### src/design/proc16Pkg.sv
// proc16 shared definitions
package proc16Pkg;
    timeunit 1ns;
    timeprecision 1ps;

    localparam int dataWidth    = 16; // Machine word
    localparam int regAddrWidth = 3;  // Eight registers

    // Opcodes, top five bits of every instruction
    localparam logic [4:0] opHalt = 5'b00000; // Stop fetch, drain pipe
    localparam logic [4:0] opNop  = 5'b00001; // Bubble
    localparam logic [4:0] opAddi = 5'b01000; // rd = rs + sext(imm)
    localparam logic [4:0] opSt   = 5'b10000; // mem[rs + sext(imm)] = rd
    localparam logic [4:0] opLd   = 5'b10001; // rd = mem[rs + sext(imm)]
    localparam logic [4:0] opAlu  = 5'b11011; // rd = rs op rt

    // ALU function select, R view only
    localparam logic [1:0] fnAdd = 2'b00;
    localparam logic [1:0] fnSub = 2'b01; // rs minus rt
    localparam logic [1:0] fnXor = 2'b10;
    localparam logic [1:0] fnAnd = 2'b11;

    // One instruction word, two field layouts
    typedef union packed {
        struct packed {
            logic [4:0]              opcode;
            logic [regAddrWidth-1:0] rs;
            logic [regAddrWidth-1:0] rt;
            logic [regAddrWidth-1:0] rd;
            logic [1:0]              funct;
        } r; // Register ALU form
        struct packed {
            logic [4:0]              opcode;
            logic [regAddrWidth-1:0] rs;
            logic [regAddrWidth-1:0] rd;  // Store source on ST
            logic [4:0]              imm; // Signed
        } i; // Immediate, load and store form
    } instrT;

endpackage

### src/design/execute.sv
// Execute stage
module execute (
    input  logic                               clk,
    input  logic                               reset,
    input  logic                               exValid,
    input  logic                               exHalt,
    input  logic [proc16Pkg::dataWidth-1:0]    rsVal,
    input  logic [proc16Pkg::dataWidth-1:0]    rtVal,
    input  logic [proc16Pkg::dataWidth-1:0]    immExt,
    input  logic                               aluSrcImm,
    input  logic [1:0]                         aluFunct,
    input  logic                               memRead,
    input  logic                               memWrite,
    input  logic                               regWrite,
    input  logic [proc16Pkg::regAddrWidth-1:0] destReg,
    output logic                               memValid,
    output logic                               memHalt,
    output logic [proc16Pkg::dataWidth-1:0]    aluOut,    // Result or data address
    output logic [proc16Pkg::dataWidth-1:0]    storeData,
    output logic                               memReadOut,
    output logic                               memWriteOut,
    output logic                               memRegWrite,
    output logic [proc16Pkg::regAddrWidth-1:0] memDest
);
    timeunit 1ns;
    timeprecision 1ps;

    logic [proc16Pkg::dataWidth-1:0] opB;
    logic [proc16Pkg::dataWidth-1:0] result;

    assign opB = aluSrcImm ? immExt : rtVal; // Second operand

    // ALU, wraps modulo 2^16
    always_comb begin
        case (aluFunct)
            proc16Pkg::fnSub: result = rsVal - opB;
            proc16Pkg::fnAnd: result = rsVal & opB;
            proc16Pkg::fnXor: result = rsVal ^ opB;
            default:          result = rsVal + opB; // fnAdd
        endcase
    end

    // EX/MEM control
    always_ff @(posedge clk) begin
        if (reset) begin
            memValid    <= 1'b0;
            memHalt     <= 1'b0;
            memReadOut  <= 1'b0;
            memWriteOut <= 1'b0;
            memRegWrite <= 1'b0;
        end else begin
            memValid    <= exValid;
            memHalt     <= exHalt;
            memReadOut  <= memRead;
            memWriteOut <= memWrite;
            memRegWrite <= regWrite;
        end
    end

    // EX/MEM payload
    always_ff @(posedge clk) begin
        aluOut    <= result;
        storeData <= rtVal;
        memDest   <= destReg;
    end

endmodule

### config.mk
export PLATFORM = sky130hd
export DESIGN_NAME = execute
export DESIGN_NICKNAME = d
export VERILOG_FILES = /design/src/design/proc16Pkg.sv /design/src/design/execute.sv
export SDC_FILE = /design/constraint.sdc
export NUM_CORES = 1
export LEC_CHECK = 0
export BUFFER_PORTS_ARGS = -buffer_cell sky130_fd_sc_hd__buf_4
export CORE_ASPECT_RATIO = 1.75
export CORE_MARGIN = 2
export CORE_UTILIZATION = 53
export DETAILED_ROUTE_END_ITERATION = 8
export HOLD_SLACK_MARGIN = 0.06
export PLACE_DENSITY = 0.91
export RECOVER_POWER = 100
export SYNTH_ARGS = -nofsm -noshare
export SYNTH_HDL_FRONTEND = slang
export SYNTH_SLANG_ARGS = --single-unit
### constraint.sdc
create_clock -name clk -period 7.5 [get_ports clk]
set_clock_uncertainty 0.1 [all_clocks]
set_input_delay 0.75 -clock clk [delete_from_list [all_inputs] [get_ports clk]]
set_output_delay 0.75 -clock clk [all_outputs]
set_load 0.1 [all_outputs]
==> impl_results.md <==
* Outcome: finished clean
* Placement Setup Slack at 3.341 ns
* Asr flop ratio synth at 0%
* Register clock-pin slew on the reported worst setup and hold paths at 0.07 ns
* Core area at 4935 sq um
* Row cnt at 34
* Crit start category: primary input
* DRC at 0
* Setup-failing EPs final at 0
* Synthesis Warnings at 0
* Area Growth Syn to Fin at 25.08%
* Pins Over Slew Limit at 0
* Die Ht at 97.96 microns
* Max-Cap Viols at 0
* Vias in the first global route at 2364
* Relative slew slack at 2.661%
* Pin count of the biggest net entering global routing at 35
* CTS Hold Buffers Added at 0
* Commonest non-fill, non-tap cells in the layout: clkbuf_1, dfxtp_1, buf_4
* First-pass GRT wire length at 10430 microns
* EDFF count, synth at 0
* Initial core utilization at 54.18%
* Hold/Removal Path Class: in -> reg
* I/O Buffers at 100
* Setup CP Type: in -> reg
* H-Tree Depth at 2
* Drt total wl at 6680 microns
* CTS Buf Count at 5
* Crit Path Max Fanout at 29
* NumNets Final at 477
* Max stage delay on crit path at 1.04 ns
* Worst EP required at 7.59 ns
* Post-Synth Simple-Gate Area at 12.40%
* RSZ-0062 raised after global routing: false
* Measured slew at the worst slew-check pin at 1.460 ns
* Die area at 5651 sq um
* Placed Cells at 430
* Via density per instance at 5.705
* Setup Buffers After CTS at 0
* Post-synthesis compound-gate area fraction at 16.38%
* Fin cells at 438
* Xor-xnor portion of the synthesized cell area at 9.031%
* GRT overflow at 0
* Synthesized Nets at 380
* Synth Area per Inst at 9.349 sq um
* Initial antenna violation count at 0
* Setup TNS at 0 ns
* WP data arrival at 4.87 ns
* Power Total at 0.8522 mW
* Main combinational cell family by area after synthesis: compound AO/OA/AOI/OAI gates
* CTS tree: done
* DR pass1 iterations at 4
* Peak supply drop at 0.1988 mV
* Static leakage at 1.507 nW
* Post-synth cell types at 48
* Antenna viol nets, final at 0
* WL/cell at 15.25 microns
* Clock sink total at 40
* Power Density at 254.8 nW/um^2
* Post_cts resized at 0
* Final worst-path cycle share at 63.76%
* Final Wtd Congestion at 0.9250
* Flop and latch count out of synthesis at 40
* Slowest-stage cell, CP: clkbuf_1
* DIE WIDTH at 57.69 microns
* DR vias at 2499
* Cell Chain, Critical Path: clkbuf_1 > mux2i_1 > ha_1 > nand4_1 > or3_1 > o21ai_0 > xor2_1 > ha_1 > a21o_1 > a211o_1 > a31o_2 > o221ai_1 > xnor2_1 > o21ai_0
* Starting DRT DRC Count at 68
* Final count of hold timing violations at 0
* CP Capture Type: register
* N_diodes at 0
* Minimum clock period at 4.782 ns
* Maximum clock path buffer count at 2
* Max Freq at 209.1 MHz
* Synth Area in Adders at 15.72%
* Post-synthesis mux area share at 13.29%
* GRT Util Overall at 23.36%
* Synth Flop Type: dfxtp_1
* Seq/Total Area, Yosys at 29.95%
* Setup WS post-layout at 2.718 ns
* Root Driver: clkbuf_8
* Min Hold Slack at 0.4796 ns
* Syn Std Cell Area at 2674 sq um
* Mapped Cells at 286
* Share of cells above drive strength 1 at 19.01%
* Hpwl dp at 5162 microns
* Commonest non-fill, non-tap cell in the layout: clkbuf_1
* Ports at 101
## state kept, by name, summed over array words and instances (netlist names)
name	flops
storeData	16
memRegWrite	1
memReadOut	1
aluOut	16
memDest	3
memHalt	1
memValid	1
memWriteOut	1
## final cells by class
class / instances / area [sq um]
multi-input cells: 225 / 1787
fillers: 428 / 1590
flip-flops and latches: 40 / 800.8
repair buffers: 100 / 540.5
clock buffers: 6 / 72.57
well taps: 54 / 67.56
inverters: 11 / 41.29
clock inverters: 2 / 35.03
## critical path: cells and delay by family
family,cells,cell delay [ns]
compound gates,6,1.25
buf+inv,1,1.04
fa+ha+maj,2,0.60
simple gates,2,0.51
mux,1,0.43
xor+xnor,2,0.28
## power breakdown
part	switching [mW]	internal (mW)
logic	0.322	0.112
clock network	0.0737	0.0987
registers	0.00629	0.240
## path summary, 6_finish.rpt
| check | start | endpoint | cells past startpoint |
|---|---|---|---|
| worst max-delay path | aluSrcImm | aluOut[15]$_DFF_P_ | 14 |
| worst min-delay path | destReg[2] | memDest[2]$_DFF_P_ | 1 |
## cells by family after synthesis
logic type | count (synthesis)
buffers and inverters | 21
DFF | 40
AOI/OAI and AO/OA | 70
adders and majority gates | 33
muxes | 32
and+or+nand+nor | 64
xor gates and xnor gates | 26
## metrics by stage
| stage | util [%] | area [sq um] |
|---|---|---|
| after floorplan | - | 2674 |
| after global placement | 69.85 | 3447 |
| after detailed placement | 69.85 | 3447 |
| after CTS | 72.03 | 3555 |
| after global routing | 67.77 | 3344 |
| final | 67.77 | 3344 |
## routing by layer
| layer | GRT usage [%] | up-vias | share of wire [%] |
|---|---|---|---|
| li1 | - | 1225 | - |
| met1 | 25.25 | 1152 | 37 |
| met2 | 41.35 | 100 | 52 |
| met3 | 4.636 | 22 | 6.7 |
| met4 | 12.16 | 0 | 3.8 |
| met5 | 0 | - | 0 |
## synthesized netlist by cell type, drive strengths merged (3+ instances only)
cell	instances	share of area, %
a21o	6	1.7
a21oi	29	5.4
clkbuf	8	1.1
dfxtp	40	30
ha	32	15
inv	11	1.5
mux2	15	6.5
mux2i	17	6.8
nand2	12	1.7
nand2b	3	0.70
nand4	3	0.70
nor2	20	2.8
nor2b	7	1.6
nor3	7	1.3
nor4	3	0.94
o21a	3	0.84
o21ai	17	3.2
xnor2	13	4.3
xor2	12	3.9
(Power assumes the default switching activity.)
