===== config.mk =====
export PLATFORM = sky130hd
export DESIGN_NAME = fetch
export DESIGN_NICKNAME = d
export VERILOG_FILES = /design/src/design/proc16Pkg.sv /design/src/design/fetch.sv
export SDC_FILE = /design/constraint.sdc
export NUM_CORES = 2
export LEC_CHECK = 0
export BUFFER_PORTS_ARGS = -buffer_cell sky130_fd_sc_hd__buf_2
export CORE_MARGIN = 1.5
export CORE_UTILIZATION = 40
export CTS_CLUSTER_SIZE = 8
export DETAILED_ROUTE_END_ITERATION = 12
export RECOVER_POWER = 50
export SETUP_SLACK_MARGIN = 0.02
export SKIP_CTS_REPAIR_TIMING = 1
export SKIP_LAST_GASP = 1
export SLEW_MARGIN = 20
export SYNTH_ARGS = -nofsm -noshare
export SYNTH_HDL_FRONTEND = slang
export SYNTH_SLANG_ARGS = --single-unit

===== constraint.sdc =====
create_clock -name clk -period 3.8 [get_ports clk]
set_input_delay 0.76 -clock clk [delete_from_list [all_inputs] [get_ports clk]]
set_output_delay 0.76 -clock clk [all_outputs]
set_load 0.02 [all_outputs]

===== src/design/proc16Pkg.sv =====
// proc16 shared definitions
package proc16Pkg;
    timeunit 1ns;
    timeprecision 1ps;

    localparam int dataWidth    = 16; // Machine word
    localparam int regAddrWidth = 3;  // Eight registers

    // Opcodes, top five bits of every instruction
    localparam logic [4:0] opHalt = 5'b00000; // Stop fetch, drain pipe
    localparam logic [4:0] opNop  = 5'b00001; // Bubble
    localparam logic [4:0] opAddi = 5'b01000; // rd = rs + sext(imm)
    localparam logic [4:0] opSt   = 5'b10000; // mem[rs + sext(imm)] = rd
    localparam logic [4:0] opLd   = 5'b10001; // rd = mem[rs + sext(imm)]
    localparam logic [4:0] opAlu  = 5'b11011; // rd = rs op rt

    // ALU function select, R view only
    localparam logic [1:0] fnAdd = 2'b00;
    localparam logic [1:0] fnSub = 2'b01; // rs minus rt
    localparam logic [1:0] fnXor = 2'b10;
    localparam logic [1:0] fnAnd = 2'b11;

    // One instruction word, two field layouts
    typedef union packed {
        struct packed {
            logic [4:0]              opcode;
            logic [regAddrWidth-1:0] rs;
            logic [regAddrWidth-1:0] rt;
            logic [regAddrWidth-1:0] rd;
            logic [1:0]              funct;
        } r; // Register ALU form
        struct packed {
            logic [4:0]              opcode;
            logic [regAddrWidth-1:0] rs;
            logic [regAddrWidth-1:0] rd;  // Store source on ST
            logic [4:0]              imm; // Signed
        } i; // Immediate, load and store form
    } instrT;

endpackage


===== src/design/fetch.sv =====
// Instruction fetch stage
module fetch #(
    parameter int imemDepth = 256
) (
    input  logic                            clk,
    input  logic                            reset,
    input  logic                            run,
    input  logic                            stop,      // Decode saw an illegal opcode
    input  logic                            loadWrite,
    input  logic                            loadSel,   // Low selects this memory
    input  logic [7:0]                      loadAddr,
    input  logic [proc16Pkg::dataWidth-1:0] loadData,
    output logic                            ifValid,
    output proc16Pkg::instrT                ifInstr,
    output logic                            ifHalt
);
    timeunit 1ns;
    timeprecision 1ps;

    localparam int pcWidth = $clog2(imemDepth);

    logic [proc16Pkg::dataWidth-1:0] imem [imemDepth]; // Program store
    logic [pcWidth-1:0]              pc;
    logic                            haltSeen; // Sticky until reset
    logic                            issue;
    logic                            isHalt;
    proc16Pkg::instrT                fetched;

    assign fetched = imem[pc];                                // Word at PC
    assign isHalt  = fetched.r.opcode == proc16Pkg::opHalt;  // Only fetch decodes HALT
    assign issue   = run && !haltSeen && !stop;              // One slot per cycle

    // Loader port, idle core only
    always_ff @(posedge clk) begin
        if (loadWrite && !loadSel && !run) begin
            imem[loadAddr[pcWidth-1:0]] <= loadData;
        end
    end

    // PC and IF/ID control
    always_ff @(posedge clk) begin
        if (reset) begin
            pc       <= '0;
            haltSeen <= 1'b0;
            ifValid  <= 1'b0;
            ifHalt   <= 1'b0;
        end else begin
            ifValid <= issue;           // Bubble when not issuing
            ifHalt  <= issue && isHalt;
            if (issue) begin
                pc       <= pc + 1'b1;  // Wraps at depth
                haltSeen <= isHalt;     // Nothing issues after HALT
            end
        end
    end

    always_ff @(posedge clk) begin
        ifInstr <= fetched; // IF/ID payload
    end

endmodule


==> results.md <==
* Status: complete, but fails checks
* Failing checks: max-capacitance violations, max-slew violations
* Wl on met1 at 172 mm
* Global Route Usage Sum at 0.214
* Routed Antenna Nets at 0
* Commonest non-fill, non-tap cells in the layout: edfxtp_1 (4096), mux4_2 (1194), clkbuf_16 (594)
* CTS tree: yes
* Asr flop ratio synth at 0
* CTS H-tree depth at 6
* WL met3 at 36.0 mm
* Tmin final at 3760 ps
* Overall routed net length at 429 mm
* PortBufs at 47
* Worst slew pin tran at 3690 ps
* R2r endpoint: haltSeen$_SDFFE_PP0P_
* Maximum VDD drop at 0.438 mV
* Wire per inst at 33.3 µm
* Synth Instances at 6563
* Setup CP Type: flip-flop to flip-flop
* Top routing layer used: met4
* Multi-input gate area at 32800 µm²
* Worst-path maximum fanout at 17
* Clk buf depth at 4
* RSZ-0062 raised after global routing: no
* Row count at 230
* Syn Nets at 6594
* Yosys reg bits at 4131
* PwrDens at 542 nW/µm²
* Normalized max-slew margin at -1.46
* First-pass GRT wire length at 601 mm
* Fin Clk Skew at 55.6 ps
* Core footprint at 393000 µm²
* Layout Nets at 7534
* Leading cell type in the layout, fill and taps excluded: edfxtp_1
* Worst path depth at 13
* Part of the cycle the worst path needs at 0.989
* Clk_lat worst skew at 1040 ps
* Iteration-0 DRC Markers at 9778
* Dpl hpwl at 256 mm
* Cell mode on critical path: buf_4
* Ys flop type: edfxtp_1
* Die ar. at 398000 µm²
* Sequential-to-total area share from yosys stat at 0.784
* Congestion Overflow GR at 0
* Die height at 631 µm
* First-pass iteration count of the detailed router at 6
* Hold Crit Start: reset
* Leak pwr at 56.5 nW
* Hold violation count in the final report at 0
* Wire length on met2 at 206 mm
* Initial Utilization at 0.402
* Critical path's slowest cell: dfxtp_4
* Max_cap viols at 26
* Via count at 76088
* Syn_area_per_cell at 24.0 µm²
* Top cell family by delay on the critical path: compound AO/OA/AOI/OAI gates
* # IOs at 48
* Unique masters post-synth at 59
* Layout cells sized above 1 at 0.349
* Syn-to-layout area delta at 17.5%
* Post-synth EDFFs at 4096
* Initial antenna violation count at 40
* Clock slew at reported path FFs at 50 ps
* Inserted Clock Buffers at 587
* Vias in the first global route at 77374
* Yosys Warn Count at 0
* Worst Hold Class: primary input to flip-flop
* Largest net degree at the start of global routing at 133
* Post-Syn Area at 158000 µm²
* Crit path buffers/inverters at 5
* Data required, critical path at 4780 ps
* WHS at 206 ps
* Fmax at 266 MHz
* Chip Width at 631 µm
* Hold path endpoint: pc[0]$_SDFFE_PP0P_
* Sink Count at 4131
* R2R cell count at 13
* Worst Hold Path Cells at 2
* CP startpoint kind: flip-flop
* CTS root buf: clkbuf_16
* Global placer's final weighted congestion at 0.848
* Arr. time, crit path at 4740 ps
* Worst path setup slack after routing at 42.7 ps
* FF/Latch Area at 124000 µm²
* Final setup violation count at 0
* Vias per cell at 5.91
* Endpoint type of the worst setup path: flip-flop
* Worst path max stage delay at 640 ps
* Residual DRC at 0
* R2R Setup Slk at 40 ps
* Setup WS pre-CTS at -87.5 ps
* Fillcell total at 31599
* Max-slew violations at 2069
* Critical-path cell list: buf_12 -> buf_12 -> nand2b_1 -> buf_4 -> a221oi_1 -> o21ai_1 -> a41oi_1 -> o41ai_2 -> buf_4 -> o2111ai_1 -> buf_4 -> nor4b_2 -> a22o_1
stage by stage:
step	TNS [ps]	utilization	total power [mW]	instance area, µm²	instances
after floorplan	0	-	53.2	158000	6563
after global placement	-492	0.433	55.1	170000	12126
after detailed placement	-169	0.433	55.2	170000	12126
after CTS	-168	0.473	101	186000	12826
after global routing	0	0.472	103	185000	12862
final	0	0.472	101	185000	12870
synth_stat cells (all sizes together), types with 6 or more instances:
| library cell | instances | share of area |
|---|---|---|
| a221oi | 25 | 0.0014 |
| nor2b | 18 | 0.00071 |
| and2 | 10 | 0.00040 |
| a41oi | 7 | 0.00039 |
| a21oi | 22 | 0.00070 |
| o21ai | 25 | 0.00079 |
| a22oi | 76 | 0.0036 |
| mux2i | 202 | 0.013 |
| o211ai | 9 | 0.00043 |
| nand3 | 43 | 0.0014 |
| nand2 | 47 | 0.0011 |
| nor2 | 297 | 0.0071 |
| dfxtp | 35 | 0.0044 |
| clkbuf | 163 | 0.0039 |
| a211oi | 8 | 0.00038 |
| edfxtp | 4096 | 0.78 |
| mux4 | 1194 | 0.17 |
| buf | 197 | 0.0063 |
| nor3 | 6 | 0.00019 |
| a22o | 8 | 0.00044 |
worst max path at each step:
stage and to:
2_1_floorplan ifInstr[0]$_DFF_P_, 3_3_place_gp ifHalt$_SDFF_PP0_, 3_5_place_dp ifHalt$_SDFF_PP0_, 4_1_cts ifHalt$_SDFF_PP0_
5_1_grt haltSeen$_SDFFE_PP0P_, 6_report haltSeen$_SDFFE_PP0P_
per-layer routing:
metal	global-route usage	up-vias
met3	0.0392	655
met5	0	-
li1	-	30059
met4	0.0706	0
met2	0.342	3624
met1	0.297	41750
flip-flops by register name (all words and copies together) (netlist names), named ones only:
register	cells
haltSeen	1
ifHalt	1
ifInstr	16
ifValid	1
imem	4096
pc	8
logic make-up after synthesis:
| family | synth area share |
|---|---|
| AOI/OAI and AO/OA | 0.00977 |
| muxes | 0.183 |
| DFF | 0.784 |
| buffers and inverters | 0.0103 |
| and+or+nand+nor | 0.0121 |
| xor gates and xnor gates | 0.000389 |
| adders and majority gates | 0.0000793 |
worst reg2reg max path: stages, from the launching register on:
cell and delay, ps:
dfxtp_4 640, buf_12 260, buf_12 210, nand2b_1 370, buf_4 320, a221oi_1 80, o21ai_1 80, a41oi_1 300
o41ai_2 520, buf_4 200, o2111ai_1 100, buf_4 170, nor4b_2 290, a22o_1 180
final cells by class:
class,count,area share
Clock inverter,54,0.00474
Tap cell,5220,0.0352
Sequential cell,4131,0.667
Multi-Input combinational cell,2066,0.177
Clock buffer,646,0.0812
Timing Repair Buffer,711,0.0339
Inverter,6,0.000162
Antenna cell,36,0.000486
where the power goes:
group | leakage [nW] | internal (mW) | switching [mW]
sequential | 37.1 | 50.3 | 0.0396
combinational | 11.7 | 1.69 | 2.34
clock | 7.77 | 27.8 | 18.4
No activity file was read; power rests on OpenSTA's default activity.
