==> src/design/proc16Pkg.sv <==
// proc16 shared definitions
package proc16Pkg;
    timeunit 1ns;
    timeprecision 1ps;

    localparam int dataWidth    = 16; // Machine word
    localparam int regAddrWidth = 3;  // Eight registers

    // Opcodes, top five bits of every instruction
    localparam logic [4:0] opHalt = 5'b00000; // Stop fetch, drain pipe
    localparam logic [4:0] opNop  = 5'b00001; // Bubble
    localparam logic [4:0] opAddi = 5'b01000; // rd = rs + sext(imm)
    localparam logic [4:0] opSt   = 5'b10000; // mem[rs + sext(imm)] = rd
    localparam logic [4:0] opLd   = 5'b10001; // rd = mem[rs + sext(imm)]
    localparam logic [4:0] opAlu  = 5'b11011; // rd = rs op rt

    // ALU function select, R view only
    localparam logic [1:0] fnAdd = 2'b00;
    localparam logic [1:0] fnSub = 2'b01; // rs minus rt
    localparam logic [1:0] fnXor = 2'b10;
    localparam logic [1:0] fnAnd = 2'b11;

    // One instruction word, two field layouts
    typedef union packed {
        struct packed {
            logic [4:0]              opcode;
            logic [regAddrWidth-1:0] rs;
            logic [regAddrWidth-1:0] rt;
            logic [regAddrWidth-1:0] rd;
            logic [1:0]              funct;
        } r; // Register ALU form
        struct packed {
            logic [4:0]              opcode;
            logic [regAddrWidth-1:0] rs;
            logic [regAddrWidth-1:0] rd;  // Store source on ST
            logic [4:0]              imm; // Signed
        } i; // Immediate, load and store form
    } instrT;

endpackage

==> src/design/memory.sv <==
// Data memory and writeback select stage
module memory #(
    parameter int dmemDepth = 256
) (
    input  logic                               clk,
    input  logic                               reset,
    input  logic                               run,
    input  logic                               memValid,
    input  logic                               memHalt,
    input  logic [proc16Pkg::dataWidth-1:0]    aluOut,
    input  logic [proc16Pkg::dataWidth-1:0]    storeData,
    input  logic                               memReadOut,
    input  logic                               memWriteOut,
    input  logic                               memRegWrite,
    input  logic [proc16Pkg::regAddrWidth-1:0] memDest,
    input  logic                               loadWrite,
    input  logic                               loadSel,   // High selects this memory
    input  logic [7:0]                         loadAddr,
    input  logic [proc16Pkg::dataWidth-1:0]    loadData,
    input  logic [7:0]                         dbgAddr,
    output logic [proc16Pkg::dataWidth-1:0]    dbgData,   // Combinational peek
    output logic                               wbValid,
    output logic                               wbRegWrite,
    output logic [proc16Pkg::regAddrWidth-1:0] wbDest,
    output logic [proc16Pkg::dataWidth-1:0]    wbData,
    output logic                               halted     // Sticky
);
    timeunit 1ns;
    timeprecision 1ps;

    localparam int addrWidth = $clog2(dmemDepth);

    logic [proc16Pkg::dataWidth-1:0] dmem [dmemDepth];
    logic [proc16Pkg::dataWidth-1:0] readWord;
    logic                            storeWrite;
    logic                            loadAccept;
    logic                            wbHalt;

    assign storeWrite = memValid && memWriteOut;          // Core store
    assign loadAccept = loadWrite && loadSel && !run;    // Loader, idle only
    assign readWord   = dmem[aluOut[addrWidth-1:0]];     // Low address bits
    assign dbgData    = dmem[dbgAddr[addrWidth-1:0]];

    always_ff @(posedge clk) begin
        if (storeWrite) begin
            dmem[aluOut[addrWidth-1:0]] <= storeData;
        end else if (loadAccept) begin
            dmem[loadAddr[addrWidth-1:0]] <= loadData;
        end
    end

    // MEM/WB control and halt latch
    always_ff @(posedge clk) begin
        if (reset) begin
            wbValid    <= 1'b0;
            wbRegWrite <= 1'b0;
            wbHalt     <= 1'b0;
            halted     <= 1'b0;
        end else begin
            wbValid    <= memValid;
            wbRegWrite <= memRegWrite;
            wbHalt     <= memValid && memHalt;
            halted     <= halted || (wbValid && wbHalt); // Flag leaving MEM/WB
        end
    end

    // MEM/WB payload
    always_ff @(posedge clk) begin
        wbDest <= memDest;
        wbData <= memReadOut ? readWord : aluOut; // Load or ALU result
    end

endmodule

==> config.mk <==
export PLATFORM = sky130hd
export DESIGN_NAME = memory
export DESIGN_NICKNAME = d
export VERILOG_FILES = /design/src/design/proc16Pkg.sv /design/src/design/memory.sv
export SDC_FILE = /design/constraint.sdc
export NUM_CORES = 2
export LEC_CHECK = 0
export BUFFER_PORTS_ARGS = -buffer_cell sky130_fd_sc_hd__buf_4
export CAP_MARGIN = 20
export CORE_UTILIZATION = 35
export CTS_BUF_LIST = sky130_fd_sc_hd__clkbuf_8
export CTS_CLUSTER_SIZE = 20
export DETAILED_ROUTE_END_ITERATION = 10
export PLACE_DENSITY = 0.57
export SLEW_MARGIN = 30
export SYNTH_ARGS = -nofsm -noshare
export SYNTH_HDL_FRONTEND = slang
export SYNTH_SLANG_ARGS = --single-unit
==> constraint.sdc <==
create_clock -name clk -period 10.6 [get_ports clk]
set_input_delay 2.12 -clock clk [delete_from_list [all_inputs] [get_ports clk]]
set_output_delay 2.12 -clock clk [all_outputs]
set_load 0.05 [all_outputs]
==> impl_results.md <==
- Status: complete, but fails checks
- Failing checks: DRC
- Die boundary height: between 700 and 800 um
- CTS resizes: 0
- Post-Syn Nets: just under 10000
- Fin cells: around 18000
- Most frequent cell after synthesis: edfxtp_1
- Final WL: 699 mm
- Via density: approximately 6.4
- Final Critical Period: 8.87 ns
- Final antenna-violating net count: 0
- Synthesis-stage register bit count: a little over 4000
- CP max-delay cell: nor4_1
- Leading area contributor after synthesis: edfxtp_1
- DR WL/cell: roughly 39 um
- Vias in the first global route: 115000
- Max Clk Rate: about 0.11 GHz
- Die area: approximately 540000 um2
- Async SR Flop Fraction: 0%
- Final Cycle Share: 83.6%
- Setup repair bufs after CTS: 0
- Switch share: between 20% and 30%
- Clock power frac: just under 40%
- Reg2Reg Depth: 6
- DRC violations left: 6
- EDFF count, synth: 4096
- Starting DRT DRC Count: about 16000
- Leakage: 65.8 nW
- Sw Pwr: a little over 0.009 W
- Share of post-route cells with drive strength above 1: a little over a third
- GRT Residual Overflow: 0
- Largest net degree at the start of global routing: 191
- Later-pin clock latency in the skew report: about 1.4 ns
- Reg-to-reg startpoint: dmem[68][14]$_DFFE_PP_
- Die width: 736 um
- Warnings from Yosys: 0
- Max Slew Vio Count: 0
- Post-layout util: 40.0%
- Cells after Synth: ~9600
- IO Count: 115
- Internal power: around 0.026 W
- Clk slew on worst S/H paths: around 0.060 ns
- Vias post-DR: ~110k
- Cts hold-fix bufs: 0
- Critical Path End Type: primary output
- Setup TNS: 0 ns
- Worst-path fanout max: 60
- Initial antenna violation count: between 50 and 60
- Relative slew slack: between 15 and 20%
- Req. time, crit path: 8.48 ns
- CP max stage delay: 0.74 ns
- PD cells: ~160 nW/um2
- # rows: 269
- Worst Setup Path Type: input port to primary output
- NumNets Final: between 10000 and 15000
- Worst Tran Pin Value: around 1.3 ns
- PortBufs: around 110
- WP data arrival: approximately 6.8 ns
- Worst R2R Setup Slack: slightly below 7 ns
- First-pass GRT wire length: 953 mm
- Max-cap viol count: 0
- Final setup fails: 0
- CTS tree: yes
- Worst Setup EP: dbgData[9]
- Most frequent CP cell: buf_4
- Area fraction of the dominant cell type after synthesis: 65.3%
- Reg power frac: roughly half
- Critical path depth in cells: 12
- Worst IR Drop VDD: roughly 0.16 mV
- Area grow syn2layout: 14.0%
- Synth area leaders: edfxtp_1, mux4_2, a22oi_1
- Commonest cells post-synth: edfxtp_1, mux4_2, a22oi_1
- Initial core utilization: 35.1%
- Max Clock Skew: approximately 0.15 ns
- CP Launch Type: input port
- CTS Buf Count: 703
- Placed Cells: roughly 17000
- Origin of the worst setup path: dbgAddr[1]
- Post-synthesis cell area: 188000 um2
- Tot GR Track Use: between 20% and 30%
- Synth unique cells: between 50 and 60
- Post-synthesis sequential area ratio: about two thirds
- Hpwl dp: roughly 430 mm
- Core Region: approximately 540000 um2
- Root Buffer: clkbuf_8
- Crit path cell chain: buf_8 > buf_12 > buf_4 > buf_4 > mux4_2 > a22oi_1 > a21oi_1 > nor4_1 > buf_4 > o22ai_1 > or2_2 > buf_4
- Sum of buffers and inverters on the critical path: 6
- Reg-to-Reg End: wbData[14]$_DFF_P_
- Hold Vio Cnt, Final: 0
- Clock Sinks: approximately 4100
- CTS H-tree lvls: 6
- Worst min path class: register to register
- Crit path max-delay family: buffers and inverters
- Mean Syn Cell Area: ~20 um2
- GP Congestion: around 0.9
- Ys flop type: edfxtp_1
- Combinational power share: 9.3%
- Clock Path Buffers: 4
- DR pass1 iterations: 11
- RSZ-0062 raised after global routing: no
==> layout by cell type, fill, tap and decap left out, drive strengths merged, types with 8 or more instances in the layout <==
cell type	Yosys	final
nor3	61	61
nand3	48	48
mux4	1912	1912
nor2b	15	15
a211oi	93	93
inv	9	296
edfxtp	4096	4096
clkbuf	431	718
a221oi	42	42
a22oi	627	627
or2	30	30
mux2i	364	364
diode	0	34
bufinv	0	10
clkinv	1	241
mux2	19	19
nor2	307	307
dfxtp	23	23
a211o	8	8
clkinvlp	0	10
o221ai	61	61
nand2b	15	15
a311oi	12	12
o22ai	204	204
o21ai	61	61
a21oi	334	334
buf	375	628
nor4	82	82
a31oi	21	21
nand4	20	20
nand2	191	191
or3	18	18
a22o	29	29
==> power groups by stage <==
stage	registers, W	clock network [W]	logic [W]
2_1_floorplan	0.0186	0	0.00179
5_1_grt	0.0181	0.0143	0.00333
6_report	0.0181	0.0135	0.00325
3_5_place_dp	0.0184	0	0.00318
4_1_cts	0.0181	0.0137	0.00318
3_3_place_gp	0.0184	0	0.00313
==> kinds of logic after synthesis <==
group                  share of synthesized area, %
flip-flops                                     65.5
AND/OR/NAND/NOR                                1.98
AO/OA/AOI/OAI                                  5.48
buffers and inverters                          2.11
multiplexers                                   24.9
==> tightest hold or removal path, stage by stage, from the launching register on <==
cell and delay [ns]:
dfxtp_1 0.31, a21oi_1 0.05, nor2_1 0.07
==> registers in the layout, indices dropped and copies added, names as in the netlist <==
name        flops
dmem         4096
wbHalt          1
wbData         16
wbDest          3
wbRegWrite      1
halted          1
wbValid         1
==> through the flow <==
stage	area, um2	hold slack, ns	power, W	setup slack (ns)
CTS	214000	0.453	0.0349	1.73
floorplan	188000	0.433	0.0204	3.50
detailed placement	201000	0.459	0.0216	1.74
global route	215000	0.479	0.0357	1.74
finish	215000	0.454	0.0349	1.73
global placement	200000	0.443	0.0216	1.33
==> routing by layer <==
layer | part of all wire [%] | vias to the layer above | GRT usage, %
met2 | 46 | 7933 | 39.2
met4 | 6.3 | 30 | 13.4
li1 | - | 43100 | -
met1 | 36 | 61600 | 32.0
met5 | 0.045 | - | 0.115
met3 | 12 | 1776 | 7.35
==> worst min-delay path by stage <==
stage	start	end	slack [ns]	cells after the start
after CTS	wbHalt$_SDFF_PP0_	halted$_SDFF_PP0_	0.45	2
after detailed placement	wbHalt$_SDFF_PP0_	halted$_SDFF_PP0_	0.46	2
after global routing	wbHalt$_SDFF_PP0_	halted$_SDFF_PP0_	0.48	2
after floorplan	wbHalt$_SDFF_PP0_	halted$_SDFF_PP0_	0.43	2
after global placement	wbHalt$_SDFF_PP0_	halted$_SDFF_PP0_	0.44	2
final	wbHalt$_SDFF_PP0_	halted$_SDFF_PP0_	0.45	2
==> final cells by class <==
type                       instances  area [um2]
tap                             7181        8980
inverter                          10        47.5
fill                           47900      322000
timing repair buffer             628        6560
clock inverter                   547        2880
clock buffer                     718        9880
multi-input combinational       4623       62800
sequential                      4119      123000
antenna                           34        85.1
(Power assumes the default switching activity.)
