`config.mk`:
```
export PLATFORM = sky130hd
export DESIGN_NAME = decode
export DESIGN_NICKNAME = d
export VERILOG_FILES = /design/src/design/proc16Pkg.sv /design/src/design/decode.sv
export SDC_FILE = /design/constraint.sdc
export NUM_CORES = 1
export LEC_CHECK = 0
export BUFFER_PORTS_ARGS = -buffer_cell sky130_fd_sc_hd__buf_2
export CORE_UTILIZATION = 45
export DETAILED_ROUTE_END_ITERATION = 12
export PLACE_DENSITY = 0.65
export SKIP_CTS_REPAIR_TIMING = 1
export SLEW_MARGIN = 0
export SYNTH_ARGS = -nofsm -noshare
export SYNTH_HDL_FRONTEND = slang
export SYNTH_SLANG_ARGS = --single-unit
```
`constraint.sdc`:
```
create_clock -name clk -period 2.2 [get_ports clk]
set_clock_uncertainty 0.1 [all_clocks]
set_input_delay 0 -clock clk [delete_from_list [all_inputs] [get_ports clk]]
set_output_delay 0 -clock clk [all_outputs]
set_load 0.05 [all_outputs]
```
`src/design/proc16Pkg.sv`:
```
// proc16 shared definitions
package proc16Pkg;
    timeunit 1ns;
    timeprecision 1ps;

    localparam int dataWidth    = 16; // Machine word
    localparam int regAddrWidth = 3;  // Eight registers

    // Opcodes, top five bits of every instruction
    localparam logic [4:0] opHalt = 5'b00000; // Stop fetch, drain pipe
    localparam logic [4:0] opNop  = 5'b00001; // Bubble
    localparam logic [4:0] opAddi = 5'b01000; // rd = rs + sext(imm)
    localparam logic [4:0] opSt   = 5'b10000; // mem[rs + sext(imm)] = rd
    localparam logic [4:0] opLd   = 5'b10001; // rd = mem[rs + sext(imm)]
    localparam logic [4:0] opAlu  = 5'b11011; // rd = rs op rt

    // ALU function select, R view only
    localparam logic [1:0] fnAdd = 2'b00;
    localparam logic [1:0] fnSub = 2'b01; // rs minus rt
    localparam logic [1:0] fnXor = 2'b10;
    localparam logic [1:0] fnAnd = 2'b11;

    // One instruction word, two field layouts
    typedef union packed {
        struct packed {
            logic [4:0]              opcode;
            logic [regAddrWidth-1:0] rs;
            logic [regAddrWidth-1:0] rt;
            logic [regAddrWidth-1:0] rd;
            logic [1:0]              funct;
        } r; // Register ALU form
        struct packed {
            logic [4:0]              opcode;
            logic [regAddrWidth-1:0] rs;
            logic [regAddrWidth-1:0] rd;  // Store source on ST
            logic [4:0]              imm; // Signed
        } i; // Immediate, load and store form
    } instrT;

endpackage

```
`src/design/decode.sv`:
```
// Instruction decode stage
module decode (
    input  logic                               clk,
    input  logic                               reset,
    input  logic                               ifValid,
    input  proc16Pkg::instrT                   ifInstr,
    input  logic                               ifHalt,
    input  logic                               wbValid,    // Writeback return path
    input  logic                               wbRegWrite,
    input  logic [proc16Pkg::regAddrWidth-1:0] wbDest,
    input  logic [proc16Pkg::dataWidth-1:0]    wbData,
    output logic                               exValid,
    output logic                               exHalt,
    output logic [proc16Pkg::dataWidth-1:0]    rsVal,
    output logic [proc16Pkg::dataWidth-1:0]    rtVal,     // Store data on ST
    output logic [proc16Pkg::dataWidth-1:0]    immExt,
    output logic                               aluSrcImm,
    output logic [1:0]                         aluFunct,
    output logic                               memRead,
    output logic                               memWrite,
    output logic                               regWrite,
    output logic [proc16Pkg::regAddrWidth-1:0] destReg,
    output logic                               err        // Sticky illegal opcode
);
    timeunit 1ns;
    timeprecision 1ps;

    localparam int dw = proc16Pkg::dataWidth;
    localparam int aw = proc16Pkg::regAddrWidth;

    logic [dw-1:0] regs [2**aw]; // Register file
    logic [aw-1:0] rsAddr;
    logic [aw-1:0] rtAddr;
    logic [aw-1:0] destSel;
    logic [dw-1:0] rsRead;
    logic [dw-1:0] rtRead;
    logic [dw-1:0] immSel;
    logic [1:0]    functSel;
    logic          srcImm;
    logic          rdMem;
    logic          wrMem;
    logic          wrReg;
    logic          illegal;
    logic          slotValid;
    logic          wbHit;

    assign slotValid = ifValid && !err;                          // Drop slots once err is up
    assign rsAddr    = ifInstr.r.rs;                             // Same bits in both views
    assign rtAddr    = ifInstr.r.rt;                             // Also i.rd, the ST source
    assign immSel    = {{(dw-5){ifInstr.i.imm[4]}}, ifInstr.i.imm}; // Sign extend
    assign wbHit     = wbValid && wbRegWrite;

    // Same-cycle write passes through to the reads
    assign rsRead = (wbHit && wbDest == rsAddr) ? wbData : regs[rsAddr];
    assign rtRead = (wbHit && wbDest == rtAddr) ? wbData : regs[rtAddr];

    always_ff @(posedge clk) begin
        if (wbHit) begin
            regs[wbDest] <= wbData;
        end
    end

    // Control decode, R or I view chosen by opcode
    always_comb begin
        destSel  = ifInstr.r.rd;
        functSel = proc16Pkg::fnAdd; // Address math is an add
        srcImm   = 1'b0;
        rdMem    = 1'b0;
        wrMem    = 1'b0;
        wrReg    = 1'b0;
        illegal  = 1'b0;
        case (ifInstr.r.opcode)
            proc16Pkg::opNop, proc16Pkg::opHalt: illegal = 1'b0; // Halt rides on ifHalt
            proc16Pkg::opAlu: begin
                wrReg    = 1'b1;
                functSel = ifInstr.r.funct;
            end
            proc16Pkg::opAddi: begin
                wrReg   = 1'b1;
                srcImm  = 1'b1;
                destSel = ifInstr.i.rd;
            end
            proc16Pkg::opLd: begin
                wrReg   = 1'b1;
                rdMem   = 1'b1;
                srcImm  = 1'b1;
                destSel = ifInstr.i.rd;
            end
            proc16Pkg::opSt: begin
                wrMem  = 1'b1;
                srcImm = 1'b1; // Store value arrives on rtVal
            end
            default: illegal = 1'b1;   // Behaves as NOP
        endcase
    end

    // ID/EX control
    always_ff @(posedge clk) begin
        if (reset) begin
            exValid   <= 1'b0;
            exHalt    <= 1'b0;
            aluSrcImm <= 1'b0;
            aluFunct  <= proc16Pkg::fnAdd;
            memRead   <= 1'b0;
            memWrite  <= 1'b0;
            regWrite  <= 1'b0;
            err       <= 1'b0;
        end else begin
            exValid   <= slotValid;
            exHalt    <= slotValid && (ifHalt || illegal); // Illegal slot drains like HALT
            aluSrcImm <= srcImm;
            aluFunct  <= functSel;
            memRead   <= slotValid && rdMem;
            memWrite  <= slotValid && wrMem;
            regWrite  <= slotValid && wrReg;
            err       <= err || (slotValid && illegal);
        end
    end

    // ID/EX payload
    always_ff @(posedge clk) begin
        rsVal   <= rsRead;
        rtVal   <= rtRead;
        immExt  <= immSel;
        destReg <= destSel;
    end

endmodule

```
==> impl_metrics.json <==
{
  "r2r_cells": 3,
  "synth_top_area_share_pct": 56.5,
  "crit_path_start_kind": "flop",
  "clock_latency_ps": 420,
  "port_buffers": 100,
  "vias_per_cell": 5.69,
  "power_frac_comb_pct": 13.2,
  "power_frac_seq_pct": 45.9,
  "fin_nets": 518,
  "dieArea_sq_mm": 0.0156,
  "ff2ff_setup_slack_ps": 830,
  "fin_util_pct": 59.4,
  "synth.distinct_cells": 31,
  "die-width_microns": 125,
  "drt_pass1_iterations": 8,
  "whs_path_depth": 3,
  "status": "finished with violations",
  "cts_tree": "built",
  "pre_cts_slack_ps": 328,
  "root_buffer": "clkbuf_16",
  "ys_ff_latch": 151,
  "rows": 44,
  "worst_setup_path_end_kind": "primary output",
  "synth.largest_area_cell": "edfxtp_1",
  "max-vdd-ir-drop_v": 0.000623,
  "grt_pass1_wl_microns": 20200,
  "synth_nets": 366,
  "cts_buffers": 17,
  "hp-class": "input pin to flop",
  "grt_max_degree": 33,
  "num_vias": 3832,
  "grt_overflow": 0,
  "powerDensity_mw_per_mm2": 803,
  "min_period_ps": 2190,
  "clock_path_buffers": 2,
  "gp_congestion": 0.710,
  "yosysWarnings": 0,
  "r2r-end": "err",
  "wire_per_inst_microns": 21.7,
  "dp_hpwl_microns": 7870,
  "slew_headroom_pct": 78.4,
  "clkPwrFrac_pct": 41.0,
  "fillers": 1053,
  "switching_share_pct": 24.4,
  "worst_slack_ps": 14.5,
  "path_class": "flop to primary output",
  "synthToLayoutAreaGrowth_pct": 27.8,
  "h-tree-depth": 4,
  "multi_input_area_sq_mm": 0.00228,
  "arrival_ps": 2090,
  "syn-cell-area_sq_mm": 0.00681,
  "cp.required_ps": 2100,
  "final-setup-viol-count": 0,
  "syn_avg_cell_area_sq_um": 20.9,
  "final_cell_mix": "128 x edfxtp_1, 79 x buf_2, 50 x mux4_1",
  "total_power_uw": 6990,
  "netlist_instances": 325,
  "core_sq_mm": 0.0146,
  "die_y_microns": 125,
  "grt_pass1_vias": 3591,
  "slew_viol_final": 0,
  "p_int_uw": 5280,
  "setup_tns_ps": 0,
  "synthTopCellsByArea": "edfxtp_1 56%, mux4_1 22%, dfxtp_1 6.8%, mux2_2 5.6%, mux4_2 2.6%",
  "grt_setup_unrepaired": "yes",
  "r2r-start": "err",
  "cts_sinks": 151,
  "violations": "design-rule violations",
  "ant_nets": 0,
  "diodes": 0,
  "finalHoldViolCount": 0,
  "fmax_mhz": 458,
  "period_share_pct": 99.3,
  "io_pins": 101,
  "switching_power_uw": 1700,
  "drc_errors": 8,
  "final_common_cell": "edfxtp_1",
  "cp-endpoint": "rsVal[5]",
  "groute.usage.overall_pct": 18.1,
  "ff_latch_area_sq_mm": 0.00431,
  "routed_wl_microns": 14600,
  "antenna_found_initial": 0,
  "drive_gt1_share_pct": 42.2,
  "power.leakage_uw": 0.00324,
  "initial_core_util_pct": 46.5,
  "first_iter_violations": 313,
  "synth-seq-area-share_pct": 63.2,
  "tightest_slew_ps": 324,
  "path_max_fanout": 10,
  "cap_violations": 0,
  "clk_pin_slew_ps": 60
}
## Yosys cell counts
cell type,count
mux2_2,34
clkbuf_1,2
nor4_1,2
nor2_1,12
buf_6,8
mux4_2,8
nand4_1,1
nor3_1,4
buf_4,11
buf_1,6
or3b_1,1
nor2_2,1
clkbuf_2,2
nand2b_1,4
o21ai_0,1
dfxtp_1,23
nand2_1,2
or3_1,1
inv_1,2
nand3b_1,1
o21a_1,2
a211oi_1,3
o22ai_1,2
and2_1,2
xnor2_1,1
nand3_1,1
or2_2,1
mux4_1,56
a31oi_1,1
a21oi_1,2
edfxtp_1,128
## registers in the layout, summed over array words and instances (netlist names), named ones only
register and count:
err 1, regs 128, destReg 3, regWrite 1, memWrite 1, exValid 1
aluFunct 2, memRead 1, aluSrcImm 1, immExt 5, exHalt 1
## worst min path at each step
stage / startpoint / to / slack (ps)
after floorplan: ifInstr[5] / flop / -70
after global placement: ifInstr[10] / flop / 5
after detailed placement: ifInstr[10] / flop / 5
after CTS: ifInstr[10] / flop / -440
final: wbDest[1] / regs[4][6] / 90
after global routing: wbDest[1] / regs[4][6] / 90
## layout make-up
type | count | share of cell area [%]
Tap cell | 184 | 2.65
Clock inverter | 12 | 1.27
Sequential cell | 151 | 49.6
Clock buffer | 20 | 5.62
Timing Repair Buffer | 162 | 14.6
Inverter | 2 | 0.0863
Multi-Input combinational cell | 143 | 26.2
## power by group through the flow
stage	Clock, uW	Sequential (uW)	Combinational, uW
2_1_floorplan	0	3300	551
3_3_place_gp	0	3260	788
3_5_place_dp	0	3260	797
4_1_cts	2910	3200	800
5_1_grt	3020	3210	965
6_report	2860	3200	920
## kinds of logic after synthesis
logic type / share of synthesized area [%]
simple gates: 2.48
xor+xnor: 0.129
flops: 63.2
compound gates: 1.05
buf+inv: 3.23
mux: 29.9
## layer usage
metal | routed length [microns] | track usage [%] | up-vias
li1 | - | - | 1713
met2 | 7630 | 30.1 | 123
met3 | 659 | 4.75 | 21
met5 | 0 | 0 | -
met4 | 269 | 7.60 | 0
met1 | 6050 | 22.5 | 1975
## worst max-delay path: stages (launching register included)
cell       delay, ps
dfxtp_4          420
clkbuf_16        200
mux4_1           540
mux2_2           290
buf_2            210
## through the flow
| step | cell area, sq um | hold WS (ps) | cells |
|---|---|---|---|
| after floorplan | 6810 | -72.3 | 325 |
| after global placement | 7500 | 5.32 | 595 |
| after detailed placement | 7500 | 4.81 | 595 |
| after CTS | 8100 | -440 | 627 |
| after global routing | 8700 | 88.7 | 674 |
| final | 8700 | 93.7 | 674 |
Power figures use the tool's default switching activity.
